<file path="config.mk">
export PLATFORM = sky130hd
export DESIGN_NAME = decode_top
export DESIGN_NICKNAME = d
export VERILOG_FILES = /design/src/decode_pkg.sv /design/src/branch_check.sv /design/src/decode_bundle_reg.sv /design/src/decode_top.sv /design/src/fetch_skid_buffer.sv /design/src/rv_slot_decoder.sv
export SDC_FILE = /design/constraint.sdc
export NUM_CORES = 1
export LEC_CHECK = 0
export BUFFER_PORTS_ARGS = -buffer_cell sky130_fd_sc_hd__clkbuf_2
export CAP_MARGIN = 20
export CORE_MARGIN = 5
export CORE_UTILIZATION = 30
export CTS_CLUSTER_DIAMETER = 60
export DETAILED_ROUTE_END_ITERATION = 10
export SKIP_CTS_REPAIR_TIMING = 1
export SLEW_MARGIN = 15
export SYNTH_ARGS = -nofsm -noshare
export SYNTH_HDL_FRONTEND = slang
export SYNTH_HIERARCHICAL = 1
export SYNTH_SLANG_ARGS = --single-unit
export TNS_END_PERCENT = 100
</file>
<file path="constraint.sdc">
create_clock -name cpu_clk_i -period 25.8 [get_ports cpu_clk_i]
set_input_delay 1.29 -clock cpu_clk_i [delete_from_list [all_inputs] [get_ports cpu_clk_i]]
set_output_delay 1.29 -clock cpu_clk_i [all_outputs]
set_load 0.05 [all_outputs]
</file>
<file path="src/decode_pkg.sv">
package decode_pkg;

    localparam int INSN_W    = 32;
    localparam int PC_W      = 30;  // word address
    localparam int IMM_W     = 32;
    localparam int REG_IDX_W = 5;
    localparam int EXC_W     = 4;

    // major opcodes, insn[6:2]
    localparam logic [4:0] OPC_LOAD     = 5'b00000;
    localparam logic [4:0] OPC_MISC_MEM = 5'b00011;
    localparam logic [4:0] OPC_OP_IMM   = 5'b00100;
    localparam logic [4:0] OPC_AUIPC    = 5'b00101;
    localparam logic [4:0] OPC_STORE    = 5'b01000;
    localparam logic [4:0] OPC_OP       = 5'b01100;
    localparam logic [4:0] OPC_LUI      = 5'b01101;
    localparam logic [4:0] OPC_BRANCH   = 5'b11000;
    localparam logic [4:0] OPC_JALR     = 5'b11001;
    localparam logic [4:0] OPC_JAL      = 5'b11011;
    localparam logic [4:0] OPC_SYSTEM   = 5'b11100;

    localparam logic [EXC_W-1:0] EXC_ILLEGAL = 4'd2;
    localparam logic [EXC_W-1:0] EXC_BREAK   = 4'd3;
    localparam logic [EXC_W-1:0] EXC_ECALL_U = 4'd8;
    localparam logic [EXC_W-1:0] EXC_ECALL_M = 4'd11;

    typedef struct packed {
        logic [PC_W-1:0] target;
        logic [1:0]      btype;    // 00 cond, 01 indirect, 10 jump, 11 return
        logic [1:0]      bm_pred;  // bimodal counter
        logic            vld;
        logic            idx;      // slot the prediction belongs to
        logic            way;
    } btb_info_t;

    typedef struct packed {
        logic [2*INSN_W-1:0] insn;
        logic [PC_W-1:0]     pc;
        btb_info_t           btb;
        logic                excp_vld;
        logic [EXC_W-1:0]    excp_code;
    } fetch_packet_t;

    typedef struct packed {
        logic                 port;        // 1 = in-order scheduler
        logic                 dnagn;       // no rename allocation
        logic [4:0]           alu_type;    // auipc, lui, jalr, jal, alu
        logic [6:0]           alu_opcode;
        logic                 alu_imm;
        logic [4:0]           ios_type;    // load, store, csr, fence, muldiv
        logic [2:0]           ios_opcode;
        logic [3:0]           special;     // csr write, mret, fence.i, wfi
        logic [REG_IDX_W-1:0] rs1;
        logic [REG_IDX_W-1:0] rs2;
        logic [REG_IDX_W-1:0] dest;
        logic [IMM_W-1:0]     imm;
        logic [2:0]           reg_props;   // writes rd, reads rs1, reads rs2
        logic                 dnr;         // csr immediate form, no rs1 read
        logic                 mov_elim;
        logic                 excp_valid;
        logic [EXC_W-1:0]     excp_code;
    } uop_t;

    typedef struct packed {
        logic [PC_W-1:0] pc;
        btb_info_t       btb;
        logic            slot1_valid;
    } bundle_info_t;

endpackage

</file>
<file path="src/branch_check.sv">
module branch_check (
    input  logic                        cpu_clk_i,
    input  logic                        rst_n_i,
    input  logic                        flush_i,
    input  logic                        accept_i,       // bundle register captures
    input  decode_pkg::bundle_info_t    info_i,
    input  logic [1:0]                  slot_branch_i,
    input  logic                        icache_idle_i,
    input  logic                        rn_busy_i,
    output logic                        slot1_valid_o,
    output logic                        drop_bundle_o,
    output logic                        branch_correction_flush_o,
    output logic [decode_pkg::PC_W-1:0] branch_correction_pc_o
);
    import decode_pkg::*;

    logic            slot0_taken;
    logic [1:0]      br_decoded;
    logic [1:0]      br_predicted;
    logic            needs_fix;
    logic            hold_q;
    logic [PC_W-1:0] fix_pc_q;

    assign slot0_taken = info_i.btb.vld && !info_i.btb.idx
                      && info_i.btb.target != info_i.pc + PC_W'(1)
                      && (info_i.btb.btype != 2'b00 || info_i.btb.bm_pred[1]);
    assign slot1_valid_o = !info_i.pc[0] && !slot0_taken;

    assign br_decoded   = {slot_branch_i[1] && slot1_valid_o, slot_branch_i[0]};
    assign br_predicted = {info_i.btb.vld && info_i.btb.idx && slot1_valid_o,
                           info_i.btb.vld && !info_i.btb.idx};
    assign needs_fix    = |(br_predicted & ~br_decoded);  // prediction on a non-branch

    assign drop_bundle_o             = hold_q || needs_fix;
    assign branch_correction_flush_o = hold_q && icache_idle_i && !flush_i && !rn_busy_i;
    assign branch_correction_pc_o    = fix_pc_q;

    always_ff @(posedge cpu_clk_i or negedge rst_n_i) begin
        if (!rst_n_i) begin
            hold_q <= 1'b0;
        end else if (flush_i || branch_correction_flush_o) begin
            hold_q <= 1'b0;
        end else if (accept_i && needs_fix) begin
            hold_q <= 1'b1;  // front end stalls until the refetch
        end
    end

    always_ff @(posedge cpu_clk_i) begin
        if (accept_i && needs_fix && !hold_q) begin
            fix_pc_q <= info_i.pc;
        end
    end

    // the bundle register must not capture alongside a correction flush
    a_no_accept_on_flush: assert property (@(posedge cpu_clk_i) disable iff (!rst_n_i)
        branch_correction_flush_o |-> !accept_i);

endmodule

</file>
<file path="src/decode_bundle_reg.sv">
module decode_bundle_reg (
    input  logic                     cpu_clk_i,
    input  logic                     rst_n_i,
    input  logic                     clear_i,
    input  logic                     in_valid_i,
    input  logic                     rn_busy_i,
    input  logic                     drop_i,
    input  decode_pkg::uop_t         uop0_i,
    input  decode_pkg::uop_t         uop1_i,
    input  decode_pkg::bundle_info_t info_i,
    output logic                     valid_o,
    output decode_pkg::uop_t         ins0_o,
    output decode_pkg::uop_t         ins1_o,
    output decode_pkg::bundle_info_t bundle_o,
    output logic                     accept_o
);
    assign accept_o = in_valid_i && !rn_busy_i && !clear_i;

    always_ff @(posedge cpu_clk_i or negedge rst_n_i) begin
        if (!rst_n_i) begin
            valid_o <= 1'b0;
        end else if (clear_i) begin
            valid_o <= 1'b0;
        end else if (!rn_busy_i) begin
            valid_o <= in_valid_i && !drop_i;  // dropped bundles leave invalid
        end
    end

    always_ff @(posedge cpu_clk_i) begin
        if (accept_o) begin
            ins0_o   <= uop0_i;
            ins1_o   <= uop1_i;
            bundle_o <= info_i;
        end
    end

endmodule

</file>
<file path="src/decode_top.sv">
module decode_top (
    input  logic                        cpu_clk_i,
    input  logic                        rst_n_i,
    input  logic                        flush_i,
    input  logic                        priv_m_i,
    input  logic                        tw_i,
    input  logic                        icache_idle_i,
    input  logic                        fetch_valid_i,
    input  decode_pkg::fetch_packet_t   fetch_pkt_i,
    output logic                        busy_o,
    input  logic                        rn_busy_i,
    output logic                        valid_o,
    output decode_pkg::uop_t            ins0_o,
    output decode_pkg::uop_t            ins1_o,
    output decode_pkg::bundle_info_t    bundle_o,
    output logic                        branch_correction_flush_o,
    output logic [decode_pkg::PC_W-1:0] branch_correction_pc_o
);
    import decode_pkg::*;

    fetch_packet_t     buf_pkt;
    logic              buf_valid;
    logic              buf_clear;
    logic [INSN_W-1:0] insn0;
    logic [INSN_W-1:0] insn1;
    uop_t              uop0;
    uop_t              uop1;
    logic [1:0]        slot_branch;
    logic              slot1_valid;
    logic              drop_bundle;
    logic              accept;
    bundle_info_t      chk_info;
    bundle_info_t      reg_info;

    assign buf_clear = flush_i || branch_correction_flush_o;
    assign insn0     = buf_pkt.pc[0] ? buf_pkt.insn[2*INSN_W-1:INSN_W] : buf_pkt.insn[INSN_W-1:0];
    assign insn1     = buf_pkt.insn[2*INSN_W-1:INSN_W];
    assign chk_info  = '{pc: buf_pkt.pc, btb: buf_pkt.btb, slot1_valid: 1'b0};
    assign reg_info  = '{pc: buf_pkt.pc, btb: buf_pkt.btb, slot1_valid: slot1_valid};

    fetch_skid_buffer #(.payload_t(fetch_packet_t)) u_skid (
        .cpu_clk_i   (cpu_clk_i),
        .rst_n_i     (rst_n_i),
        .clear_i     (buf_clear),
        .in_valid_i  (fetch_valid_i),
        .in_data_i   (fetch_pkt_i),
        .out_ready_i (!rn_busy_i),
        .out_valid_o (buf_valid),
        .out_data_o  (buf_pkt),
        .busy_o      (busy_o)
    );

    rv_slot_decoder u_dec0 (
        .insn_i             (insn0),
        .priv_m_i           (priv_m_i),
        .tw_i               (tw_i),
        .fetch_excp_valid_i (buf_pkt.excp_vld),
        .fetch_excp_code_i  (buf_pkt.excp_code),
        .uop_o              (uop0),
        .is_branch_o        (slot_branch[0])
    );

    rv_slot_decoder u_dec1 (
        .insn_i             (insn1),
        .priv_m_i           (priv_m_i),
        .tw_i               (tw_i),
        .fetch_excp_valid_i (buf_pkt.excp_vld),
        .fetch_excp_code_i  (buf_pkt.excp_code),
        .uop_o              (uop1),
        .is_branch_o        (slot_branch[1])
    );

    branch_check u_bchk (
        .cpu_clk_i                 (cpu_clk_i),
        .rst_n_i                   (rst_n_i),
        .flush_i                   (flush_i),
        .accept_i                  (accept),
        .info_i                    (chk_info),
        .slot_branch_i             (slot_branch),
        .icache_idle_i             (icache_idle_i),
        .rn_busy_i                 (rn_busy_i),
        .slot1_valid_o             (slot1_valid),
        .drop_bundle_o             (drop_bundle),
        .branch_correction_flush_o (branch_correction_flush_o),
        .branch_correction_pc_o    (branch_correction_pc_o)
    );

    decode_bundle_reg u_breg (
        .cpu_clk_i  (cpu_clk_i),
        .rst_n_i    (rst_n_i),
        .clear_i    (buf_clear),
        .in_valid_i (buf_valid),
        .rn_busy_i  (rn_busy_i),
        .drop_i     (drop_bundle),
        .uop0_i     (uop0),
        .uop1_i     (uop1),
        .info_i     (reg_info),
        .valid_o    (valid_o),
        .ins0_o     (ins0_o),
        .ins1_o     (ins1_o),
        .bundle_o   (bundle_o),
        .accept_o   (accept)
    );

endmodule

</file>
<file path="src/fetch_skid_buffer.sv">
module fetch_skid_buffer #(
    parameter type payload_t = logic
) (
    input  logic     cpu_clk_i,
    input  logic     rst_n_i,
    input  logic     clear_i,
    input  logic     in_valid_i,
    input  payload_t in_data_i,
    input  logic     out_ready_i,
    output logic     out_valid_o,
    output payload_t out_data_o,
    output logic     busy_o
);
    payload_t skid_data_q;
    logic     skid_valid_q;
    logic     push;
    logic     pop;
    logic     main_load;
    logic     skid_load;

    assign busy_o    = skid_valid_q;
    assign push      = in_valid_i && !skid_valid_q;
    assign pop       = out_valid_o && out_ready_i;
    assign main_load = !out_valid_o || pop;     // main register free this cycle
    assign skid_load = push && !main_load;       // consumer stalled, park the packet

    always_ff @(posedge cpu_clk_i or negedge rst_n_i) begin
        if (!rst_n_i) begin
            out_valid_o  <= 1'b0;
            skid_valid_q <= 1'b0;
        end else if (clear_i) begin
            out_valid_o  <= 1'b0;
            skid_valid_q <= 1'b0;
        end else if (main_load) begin
            out_valid_o  <= skid_valid_q || push;
            skid_valid_q <= 1'b0;
        end else if (skid_load) begin
            skid_valid_q <= 1'b1;
        end
    end

    always_ff @(posedge cpu_clk_i) begin
        if (main_load) begin
            out_data_o <= skid_valid_q ? skid_data_q : in_data_i;  // oldest first
        end
        if (skid_load) begin
            skid_data_q <= in_data_i;
        end
    end

    // a parked packet always sits behind a full main register
    a_skid_behind_main: assert property (@(posedge cpu_clk_i) disable iff (!rst_n_i)
        skid_valid_q |-> out_valid_o);

endmodule

</file>
<file path="src/rv_slot_decoder.sv">
module rv_slot_decoder (
    input  logic [decode_pkg::INSN_W-1:0] insn_i,
    input  logic                          priv_m_i,  // 1 = machine mode
    input  logic                          tw_i,
    input  logic                          fetch_excp_valid_i,
    input  logic [decode_pkg::EXC_W-1:0]  fetch_excp_code_i,
    output decode_pkg::uop_t              uop_o,
    output logic                          is_branch_o
);
    import decode_pkg::*;

    logic [4:0]           opc;
    logic [2:0]           funct3;
    logic [6:0]           funct7;
    logic [REG_IDX_W-1:0] rd;
    logic is_load, is_store, is_system, is_branch, is_jal, is_jalr;
    logic is_auipc, is_lui, is_op, is_op_imm, is_md, is_shift;
    logic is_ecall, is_ebreak, is_sret, is_mret, is_wfi, is_sfence, is_csr;
    logic is_fence, is_fence_i;
    logic op_ok, op_imm_ok, sys_ok, legal;
    logic mret_bad, wfi_bad, decode_excp;
    logic [IMM_W-1:0] imm_i, imm_s, imm_u, imm_j, imm_b, imm_sel;
    logic [6:0]       alu_op;
    logic [EXC_W-1:0] decode_code;

    assign opc    = insn_i[6:2];
    assign funct3 = insn_i[14:12];
    assign funct7 = insn_i[31:25];
    assign rd     = insn_i[11:7];

    assign is_load   = opc == OPC_LOAD;
    assign is_store  = opc == OPC_STORE;
    assign is_system = opc == OPC_SYSTEM;
    assign is_branch = opc == OPC_BRANCH;
    assign is_jal    = opc == OPC_JAL;
    assign is_jalr   = opc == OPC_JALR;
    assign is_auipc  = opc == OPC_AUIPC;
    assign is_lui    = opc == OPC_LUI;
    assign is_op     = opc == OPC_OP;
    assign is_op_imm = opc == OPC_OP_IMM;
    assign is_md     = is_op && funct7 == 7'b0000001;
    assign is_shift  = funct3[1:0] == 2'b01;

    // system space, everything above the opcode is fixed except for csr ops
    assign is_ecall  = is_system && insn_i[31:7] == 25'h0000000;
    assign is_ebreak = is_system && insn_i[31:7] == 25'h0002000;
    assign is_sret   = is_system && insn_i[31:7] == 25'h0204000;
    assign is_mret   = is_system && insn_i[31:7] == 25'h0604000;
    assign is_wfi    = is_system && insn_i[31:7] == 25'h020a000;
    assign is_sfence = is_system && funct7 == 7'b0001001 && funct3 == 3'b000;
    assign is_csr    = is_system && funct3[1:0] != 2'b00;

    assign is_fence   = insn_i[19:0] == 20'h0000f && opc == OPC_MISC_MEM;
    assign is_fence_i = insn_i == 32'h0000100f;

    assign op_ok = funct7 == 7'b0000000 || funct7 == 7'b0000001
                || (funct7 == 7'b0100000 && (funct3 == 3'b000 || funct3 == 3'b101));
    assign op_imm_ok = !is_shift || funct7 == 7'b0000000
                    || (funct7 == 7'b0100000 && funct3 == 3'b101);  // srai
    assign sys_ok = is_ecall || is_ebreak || is_sret || is_mret || is_wfi
                 || is_sfence || is_csr;

    assign legal = insn_i[1:0] == 2'b11
        && (is_auipc || is_lui || is_jal || is_jalr || (is_op && op_ok)
            || (is_op_imm && op_imm_ok)
            || (is_branch && funct3[2:1] != 2'b01)
            || (is_load && funct3[2:1] != 2'b11)
            || (is_store && funct3 <= 3'b010)
            || sys_ok || is_fence || is_fence_i);

    assign mret_bad    = is_mret && !priv_m_i;
    assign wfi_bad     = is_wfi && !priv_m_i && tw_i;
    assign decode_excp = !legal || mret_bad || wfi_bad || is_ecall || is_ebreak;

    always_comb begin
        if (!legal || mret_bad || wfi_bad) begin
            decode_code = EXC_ILLEGAL;
        end else if (is_ecall) begin
            decode_code = priv_m_i ? EXC_ECALL_M : EXC_ECALL_U;
        end else begin
            decode_code = EXC_BREAK;
        end
    end

    assign imm_i = {{20{insn_i[31]}}, insn_i[31:20]};
    assign imm_s = {{20{insn_i[31]}}, insn_i[31:25], insn_i[11:7]};
    assign imm_u = {insn_i[31:12], 12'h000};
    assign imm_j = {{12{insn_i[31]}}, insn_i[19:12], insn_i[20], insn_i[30:21], 1'b0};
    assign imm_b = {{20{insn_i[31]}}, insn_i[7], insn_i[30:25], insn_i[11:8], 1'b0};

    always_comb begin
        if (is_op_imm || is_jalr || is_load || is_system) begin
            imm_sel = imm_i;
        end else if (is_store) begin
            imm_sel = imm_s;
        end else if (is_lui || is_auipc) begin
            imm_sel = imm_u;
        end else if (is_jal) begin
            imm_sel = imm_j;
        end else if (is_branch) begin
            imm_sel = imm_b;
        end else begin
            imm_sel = '0;
        end
    end

    always_comb begin
        if (is_op) begin
            alu_op = {3'b000, funct7[5], funct3};
        end else if (is_op_imm) begin
            alu_op = {3'b000, is_shift && funct7[5], funct3};  // bit 30 only on shifts
        end else begin
            alu_op = {4'b0000, funct3};
        end
    end

    always_comb begin
        uop_o.ios_type   = {is_load, is_store, is_csr, is_fence, is_md};
        uop_o.port       = |uop_o.ios_type;
        uop_o.dnagn      = is_fence_i || is_mret || is_wfi;
        uop_o.alu_type   = {is_auipc, is_lui, is_jalr, is_jal, (is_op && !is_md) || is_op_imm};
        uop_o.alu_opcode = alu_op;
        uop_o.alu_imm    = is_op_imm;
        uop_o.ios_opcode = funct3;
        uop_o.special    = {is_csr && (insn_i[19:15] != '0 || funct3[2]), is_mret,
                            is_fence_i, is_wfi};
        uop_o.rs1        = insn_i[19:15];
        uop_o.rs2        = insn_i[24:20];
        uop_o.dest       = rd;
        uop_o.imm        = imm_sel;
        uop_o.reg_props  = {(is_op || is_op_imm || is_load || is_jal || is_jalr || is_auipc
                             || is_lui || is_csr) && rd != '0,
                            !(is_ecall || is_ebreak || is_sret || is_mret || is_wfi
                              || is_sfence || is_auipc || is_lui || is_jal),
                            is_op || is_branch || is_store};
        uop_o.dnr        = is_csr && funct3[2];
        uop_o.mov_elim   = is_op_imm && funct3 == 3'b000 && insn_i[31:20] == 12'h000;
        uop_o.excp_valid = fetch_excp_valid_i || decode_excp;
        uop_o.excp_code  = fetch_excp_valid_i ? fetch_excp_code_i : decode_code;
    end

    assign is_branch_o = is_jal || is_jalr || is_branch;

endmodule

</file>
* Yosys cells after proc, flatten, opt, wreduce, memory -nomap -nowiden
Cells that the tools add are included.
** Operators by class
- Magnitude comparators :: 2
- Equal/unequal tests :: 50
- Mux-type cells :: 32
- Reductions and logical operators :: 217
- Add/subtract/negate cells :: 1
- Bitwise logic cells :: 2
** Operators by type and width (count)
- 32-bit 2-to-1 mux :: 11
- 136-bit 2-to-1 mux :: 1
- 1-bit logical OR :: 101
- 25-bit by 22-bit equality test with 1-bit output, second input constant :: 4
- 1-bit logical AND :: 73
- 32-bit by 13-bit equality test with 1-bit output, second input constant :: 2
- 25-bit by 14-bit equality test with 1-bit output, second input constant :: 2
- 25-bit by 23-bit equality test with 1-bit output, second input constant :: 2
- 25-bit zero test :: 2
- 20-bit by 4-bit equality test with 1-bit output, second input constant :: 2
- 5-bit equality test, second input constant :: 8
- 4-bit 2-to-1 mux :: 10
- 30-bit by 1-bit adder with 30-bit output, second input constant :: 1
- 5-bit by 4-bit equality test with 1-bit output, second input constant :: 6
- 30-bit != test :: 1
- 12-bit zero test :: 2
- 5-bit by 3-bit equality test with 1-bit output, second input constant :: 4
- 1-bit zero test :: 20
- 5-bit nonzero test :: 4
- 7-bit by 1-bit equality test with 1-bit output, second input constant :: 2
- 7-bit by 4-bit equality test with 1-bit output, second input constant :: 2
- 7-bit by 6-bit equality test with 1-bit output, second input constant :: 2
- 7-bit zero test :: 2
- 5-bit by 2-bit equality test with 1-bit output, second input constant :: 2
- 16 further kinds :: 38
** Word-level totals
- Bits in registers :: 542
- Output and inout bits :: 269
- Input bits :: 144

* Logic depth before layout (Yosys ltp)
Gate-level depths: netlist of the first run.
- Depth in word-level cells :: 21
- Mapped depth :: 12
- Mapped depth without buffers :: 9

* Modules after synthesis
The synthesis of the first run kept the hierarchy.
** Modules (own cells, without submodules)
- fetch_skid_buffer :: seq. area each 8217.9 sq um, area each 9939.5 sq um, times used 1, cells each 430
- decode_bundle_reg :: seq. area each 7111.8 sq um, area each 7136.8 sq um, times used 1, cells each 241
- rv_slot_decoder :: seq. area each 0.0 sq um, area each 1383.8 sq um, times used 2, cells each 234
- branch_check :: seq. area each 925.9 sq um, area each 2245.9 sq um, times used 1, cells each 225
- decode_top :: seq. area each 0.0 sq um, area each 558.0 sq um, times used 1, cells each 39

* Worst setup path before layout of the first run
OpenSTA, ideal clock, no wires.
- Path type :: input port to flip-flop
- Start :: input icache_idle_i
- End :: register u_bchk.fix_pc_q[0], in the netlist u_bchk/branch_correction_pc_o[0] (enable)
- Arrival :: 22.599 ns
- Setup time :: 0.417 ns
- Path buffers :: 0
- Slack :: 2.784 ns
- Stages :: 5
- Data required time :: 25.383 ns
- Cells stage by stage :: nor4b_1 -> or2_2 -> nor3b_1 -> o211ai_1 -> nor2_1
** Between the ends
- Longest elaborated chain between the ends :: 8
** RTL lines
- start: declaration :: line decode_top.sv:7 : input logic icache_idle_i,
- 1-bit logical AND (3 in series) :: line branch_check.sv:35 : assign branch_correction_flush_o = hold_q && icache_idle_i && !flush_i && !rn_busy_i;
- 1-bit logical OR :: line decode_top.sv:35 : assign buf_clear = flush_i || branch_correction_flush_o;
- named net buf_clear :: line decode_top.sv:23 : logic buf_clear;
- 1-bit zero test :: line decode_bundle_reg.sv:17 : assign accept_o = in_valid_i && !rn_busy_i && !clear_i;
- 1-bit logical AND :: line decode_bundle_reg.sv:17
- named net accept :: line decode_top.sv:31 : logic accept;
- 1-bit logical AND (2 in series) :: line branch_check.sv:49 : if (accept_i && needs_fix && !hold_q) begin
- end signal: assignment :: line branch_check.sv:50 : fix_pc_q <= info_i.pc;
- end: declaration :: line branch_check.sv:22 : logic [PC_W-1:0] fix_pc_q;
The timed path passes the listed nets, and every way through them passes these cells.
A chain may end at the register's enable or synchronous reset.

* Worst setup path in the final report of the first run
- Start :: input icache_idle_i
- End :: register u_breg/ins0_o[3] (netlist name)
** Between the ends
- Longest elaborated chain between the ends :: 6
** RTL lines (line)
- 1-bit logical AND (3 in series) :: branch_check.sv:35
- 1-bit logical OR :: decode_top.sv:35
- named net buf_clear :: decode_top.sv:23
- 1-bit zero test :: decode_bundle_reg.sv:17
- 1-bit logical AND :: decode_bundle_reg.sv:17
- named net accept :: decode_top.sv:31
The timed path passes the listed nets, and every way through them passes these cells.

==> summary.txt, run 1 <==
Status -> complete, no violations
Nets@finish -> 1925
Final ANT Viol Nets -> 0
Area grow syn2layout -> 21.4%
Num CTS Buffers -> 67
Slew HR -> 0.295
Largest net degree at the start of global routing -> 78
Cell count after synthesis -> 1402
Die H -> 285 µm
Static power due to leakage -> 10.3 nW
Fin Clk Skew -> 0.0319 ns
Row Count -> 100
Overall Power -> 2.17 mW
Most frequent cells in the layout -> edfxtp_1, clkbuf_2, mux2_2
Most common cell after layout, fill and taps aside -> edfxtp_1
Wire length of the first global-routing pass -> 93.6 mm
Initial core utilization -> 0.303
Sequential power share -> 0.482
Die width -> 285 µm
Vias -> 13495
Reg clk slew, reported paths -> 0.05 ns
Ports -> 413
Dpl cells -> 2680
Gate power share -> 0.078
Kind of critical path -> input pin to register
Clock share of power -> 0.440
CTS tree -> built
CP startpoint kind -> input pin
Arrival @ worst endpoint -> 4.28 ns
Initial antenna violation count -> 14
IO buf count -> 412
HP Class -> register to register
H-tree depth -> 3
Synth Cell Area -> 0.0226 mm²
Clock buffer depth -> 3
Final core utilization -> 0.368
RD Place Congestion -> 0.919
GRT Overall Usage -> 0.153
Die Area -> 0.0811 mm²
Cell Count, Final, Fillers Out -> 2805
Final Hold Vio Count -> 0
Max-Cap Viols -> 0
Wirelength per Cell -> 22.9 µm
Mean Syn Cell Area -> 16.2 µm²
Placed Area -> 0.0252 mm²
Slew Viols, Final -> 0
Worst slack at placement -> 21.13 ns
Final period util -> 0.158
Crit path max fanout -> 77
Fin Setup TNS -> 0 ns
Data required, critical path -> 26.01 ns
DRC viols -> 0
Vias/cell -> 4.81
Total Wirelength -> 64.3 mm
GRT overflow -> 0
Setup violators final -> 0
Fill cells -> 7084
Dpl hpwl -> 47.1 mm
Vias in the first global route -> 13988
Internal Power -> 1.65 mW
Sw frac -> 0.240
Peak supply drop -> 0.0616 mV
Core Area -> 0.0747 mm²
Sink Count -> 542
First drt pass iteration count -> 8
Clock root buffer -> clkbuf_16
Unrepaired setup endpoints after global routing -> false
WHS -> 0.425 ns
Tmin final -> 4.07 ns
Least-Margin Pin Slew -> 1.05 ns
PD cells -> 78.9 mW/mm²
PnR worst setup slack -> 21.73 ns
YS warnings -> 6
Clk_lat worst skew -> 0.59 ns
Max Clk Rate -> 246 MHz
NetSw -> 0.521 mW
Initial DRC count -> 954
Fin area -> 0.0275 mm²
CP Capture Type -> register
Share of cells above drive strength 1 -> 0.406
-- state kept, by name (all words and copies together), names as in the netlist --
name and flops:
u_breg/bundle_o 68, u_bchk/branch_correction_pc_o 30, u_breg/ins0_o 84, u_bchk/hold_q 1, u_skid/busy_o 1, u_breg/valid_o 1
u_skid/out_data_o 136, u_skid/skid_data_q 136, u_breg/ins1_o 84, u_skid/out_valid_o 1
-- metal layers --
layer  part of all wire  routed length [µm]  GRT usage
met1               0.40               25800      0.185
met2               0.47               30300      0.253
met3              0.096                6150     0.0598
met4              0.028                1830     0.0469
met5             0.0021                 135          0
-- worst paths after layout --
kind / from / endpoint / slack, ns / cells past startpoint
hold reg to reg: u_skid/out_data_o[8] / u_breg/bundle_o[4] / 0.43 / 0
max in group asynchronous: rst_n_i / u_skid/busy_o / 25.16 / 1
hold / removal: u_skid/out_data_o[8] / u_breg/bundle_o[4] / 0.43 / 0
min in group asynchronous: rst_n_i / u_bchk/hold_q / 0.49 / 1
setup / recovery: icache_idle_i / u_breg/ins0_o[3] / 21.73 / 7
setup reg to reg: u_skid/out_data_o[42] / u_bchk/branch_correction_pc_o[26] / 21.86 / 8
-- worst max-delay path: stages --
cell	delay [ns]
clkbuf_2	0.08
nor4b_1	0.15
or2_2	0.34
nor3b_2	0.23
buf_4	0.59
buf_4	0.62
buf_4	0.83
-- final cells by class --
type                            count  area [µm²]  share of cell area
Multi-Input combinational cell    719        5450               0.198
Antenna cell                        2        5.00            0.000182
Tap cell                          969        1210              0.0441
Sequential cell                   542       16300               0.592
Clock inverter                     45         484              0.0176
Clock buffer                       78        1800              0.0656
Timing Repair Buffer              431        2200              0.0801
Inverter                           19        71.3             0.00259
-- power groups by stage --
stage                     clock network, mW  registers, mW  logic (mW)
after CTS                             0.981           1.05       0.170
after global routing                   1.02           1.05       0.182
after detailed placement                  0           1.07       0.169
after floorplan                           0           1.08       0.102
final                                 0.955           1.05       0.169
after global placement                    0           1.06       0.166
(Power assumes the default switching activity.)
==> run 2, diff against run 1 <==
==> constraint.sdc (replaced) <==
create_clock -name cpu_clk_i -period 3.3 [get_ports cpu_clk_i]
set_input_delay 0.165 -clock cpu_clk_i [delete_from_list [all_inputs] [get_ports cpu_clk_i]]
set_output_delay 0.165 -clock cpu_clk_i [all_outputs]
set_load 0.05 [all_outputs]
==> summary.txt, run 2 (synthesis results as in run 1) <==
Static power due to leakage -> 10.9 nW (was 10.3 nW)
Slowest cell on the critical path -> or4_1 (was buf_4)
Highest metal used -> met5 (unchanged)
Ordered list of cells on the worst path -> buf_12, buf_4, mux2_4, and4bb_1, and2_1, nand4_1, or4_1, a32o_1 (was clkbuf_2, nor4b_1, or2_2, nor3b_2, buf_4, buf_4, buf_4)
Core Area -> 0.0747 mm² (unchanged)
DR WL met3 -> 5.38 mm (was 6.15 mm)
Clock root buffer -> clkbuf_16 (unchanged)
First drt pass iteration count -> 6 (was 8)
Peak supply drop -> 0.457 mV (was 0.0616 mV)
Initial core utilization -> 0.303 (unchanged)
Vias -> 14214 (was 13495)
Die width -> 285 µm (unchanged)
PD cells -> 576 mW/mm² (was 78.9 mW/mm²)
Slew HR -> 0.404 (was 0.295)
Unrepaired setup endpoints after global routing -> false (unchanged)
Slew Viols, Final -> 0 (unchanged)
HP Class -> input pin to register (was register to register)
M1 WL -> 27.7 mm (was 25.8 mm)
Final period util -> 0.944
Least-Margin Pin Slew -> 0.893 ns (was 1.05 ns)
Area grow syn2layout -> 28.5% (was 21.4%)
Fin Setup TNS -> 0 ns (unchanged)
Crit path max fanout -> 21 (was 77)
Met2 WL post-DR -> 30.9 mm (was 30.3 mm)
Wirelength per Cell -> 22.3 µm (was 22.9 µm)
Max incr delay on CP -> 0.51 ns (was 0.83 ns)
CP Capture Type -> register (unchanged)
Vias in the first global route -> 14244 (was 13988)
Arrival @ worst endpoint -> 3.48 ns (was 4.28 ns)
GRT overflow -> 0 (unchanged)
Most frequent cells in the layout -> edfxtp_1, clkbuf_2, dlygate4sd3_1 (was edfxtp_1, clkbuf_2, mux2_2)
CP startpoint kind -> register (was input pin)
Max-Cap Viols -> 0 (unchanged)
Most common cell after layout, fill and taps aside -> edfxtp_1 (unchanged)
Nets@finish -> 2086 (was 1925)
IO buf count -> 412 (unchanged)
Max Clk Rate -> 321 MHz
Initial antenna violation count -> 17 (was 14)
Tmin final -> 3.12 ns
Clock buffer depth -> 3 (unchanged)
Num CTS Buffers -> 61 (was 67)
RD Place Congestion -> 0.870 (was 0.919)
Kind of critical path -> register to register (was input pin to register)
Ports -> 413 (unchanged)
Reg clk slew, reported paths -> 0.06 ns (was 0.05 ns)
H-tree depth -> 2 (was 3)
Largest regs -> u_skid/out_data_o x136, u_skid/skid_data_q x136 (unchanged)
Share of cells above drive strength 1 -> 0.387 (was 0.406)
Total Wirelength -> 66.2 mm (was 64.3 mm)
Dpl hpwl -> 47.7 mm (was 47.1 mm)
Initial DRC count -> 1081 (was 954)
Final Hold Vio Count -> 0 (unchanged)
Fin Clk Skew -> 0.0211 ns (was 0.0319 ns)
Status -> complete, no violations (unchanged)
Placed Area -> 0.0255 mm² (was 0.0252 mm²)
DRC viols -> 0 (unchanged)
Die Area -> 0.0811 mm² (unchanged)
Vias/cell -> 4.79 (was 4.81)
Setup violators final -> 0 (unchanged)
Final ANT Viol Nets -> 0 (unchanged)
Row Count -> 100 (unchanged)
Data required, critical path -> 3.67 ns (was 26.01 ns)
GRT Overall Usage -> 0.156 (was 0.153)
Fill cells -> 6970 (was 7084)
Fin area -> 0.0291 mm² (was 0.0275 mm²)
Largest net degree at the start of global routing -> 139 (was 78)
Wire length of the first global-routing pass -> 95.9 mm (was 93.6 mm)
CTS tree -> built (unchanged)
Overall Power -> 16.8 mW (was 2.17 mW)
Sink Count -> 542 (unchanged)
Die H -> 285 µm (unchanged)
Clk_lat worst skew -> 0.62 ns (was 0.59 ns)
[run 2: per-stage QoR]
step           instances   util  setup WS (ns)  hold WS [ns]
2_1_floorplan       1406      -          -5.55        -0.131
3_3_place_gp        2705  0.342          0.124       -0.0244
3_5_place_dp        2706  0.342         0.0850       -0.0222
4_1_cts             2816  0.370         0.0715        -0.710
5_1_grt             2961  0.389        0.00997        0.0576
6_report            2965  0.389          0.185        0.0647
[run 2: final timing paths]
path                                       startpoint            endpoint  slack (ns)  cells after the start
worst max-delay path            u_skid/out_data_o[42]    u_breg/ins0_o[0]        0.18                      8
worst min-delay path                    icache_idle_i       u_bchk/hold_q        0.06                      3
worst max register to register  u_skid/out_data_o[42]    u_breg/ins0_o[0]        0.18                      8
worst min register to register   u_skid/out_data_o[5]  u_breg/bundle_o[1]        0.43                      0
max in group asynchronous                     rst_n_i       u_skid/busy_o        2.59                      3
min in group asynchronous                     rst_n_i       u_skid/busy_o        0.52                      3
[run 2: power breakdown]
part | switching, mW | leakage (nW) | total, mW | internal (mW)
combinational | 0.975 | 4.69 | 1.58 | 0.610
sequential | 0.214 | 5.23 | 8.11 | 7.90
clock | 2.91 | 1.02 | 7.07 | 4.16
[run 2: final cells by class]
type | instances | area (µm²) | area share
Antenna cell | 8 | 20.0 | 0.000688
Timing Repair Buffer | 598 | 3910 | 0.134
Clock buffer | 65 | 1540 | 0.0530
Clock inverter | 45 | 584 | 0.0201
Tap cell | 969 | 1210 | 0.0417
Multi-Input combinational cell | 719 | 5500 | 0.189
Inverter | 19 | 71.3 | 0.00245
Sequential cell | 542 | 16300 | 0.559
[run 2: worst max-delay path: cells and delay by family (launching register included)]
kind / cells / cell delay (ns)
muxes: 1 / 0.43
buffers and inverters: 2 / 0.52
AOI/OAI and AO/OA: 1 / 0.25
and+or+nand+nor: 4 / 1.24
DFF: 1 / 0.40
[run 2: metal layers]
metal	vias up	GRT usage
met4	18	0.0508
met3	139	0.0559
met2	601	0.252
li1	6446	-
met1	7010	0.195
met5	-	0
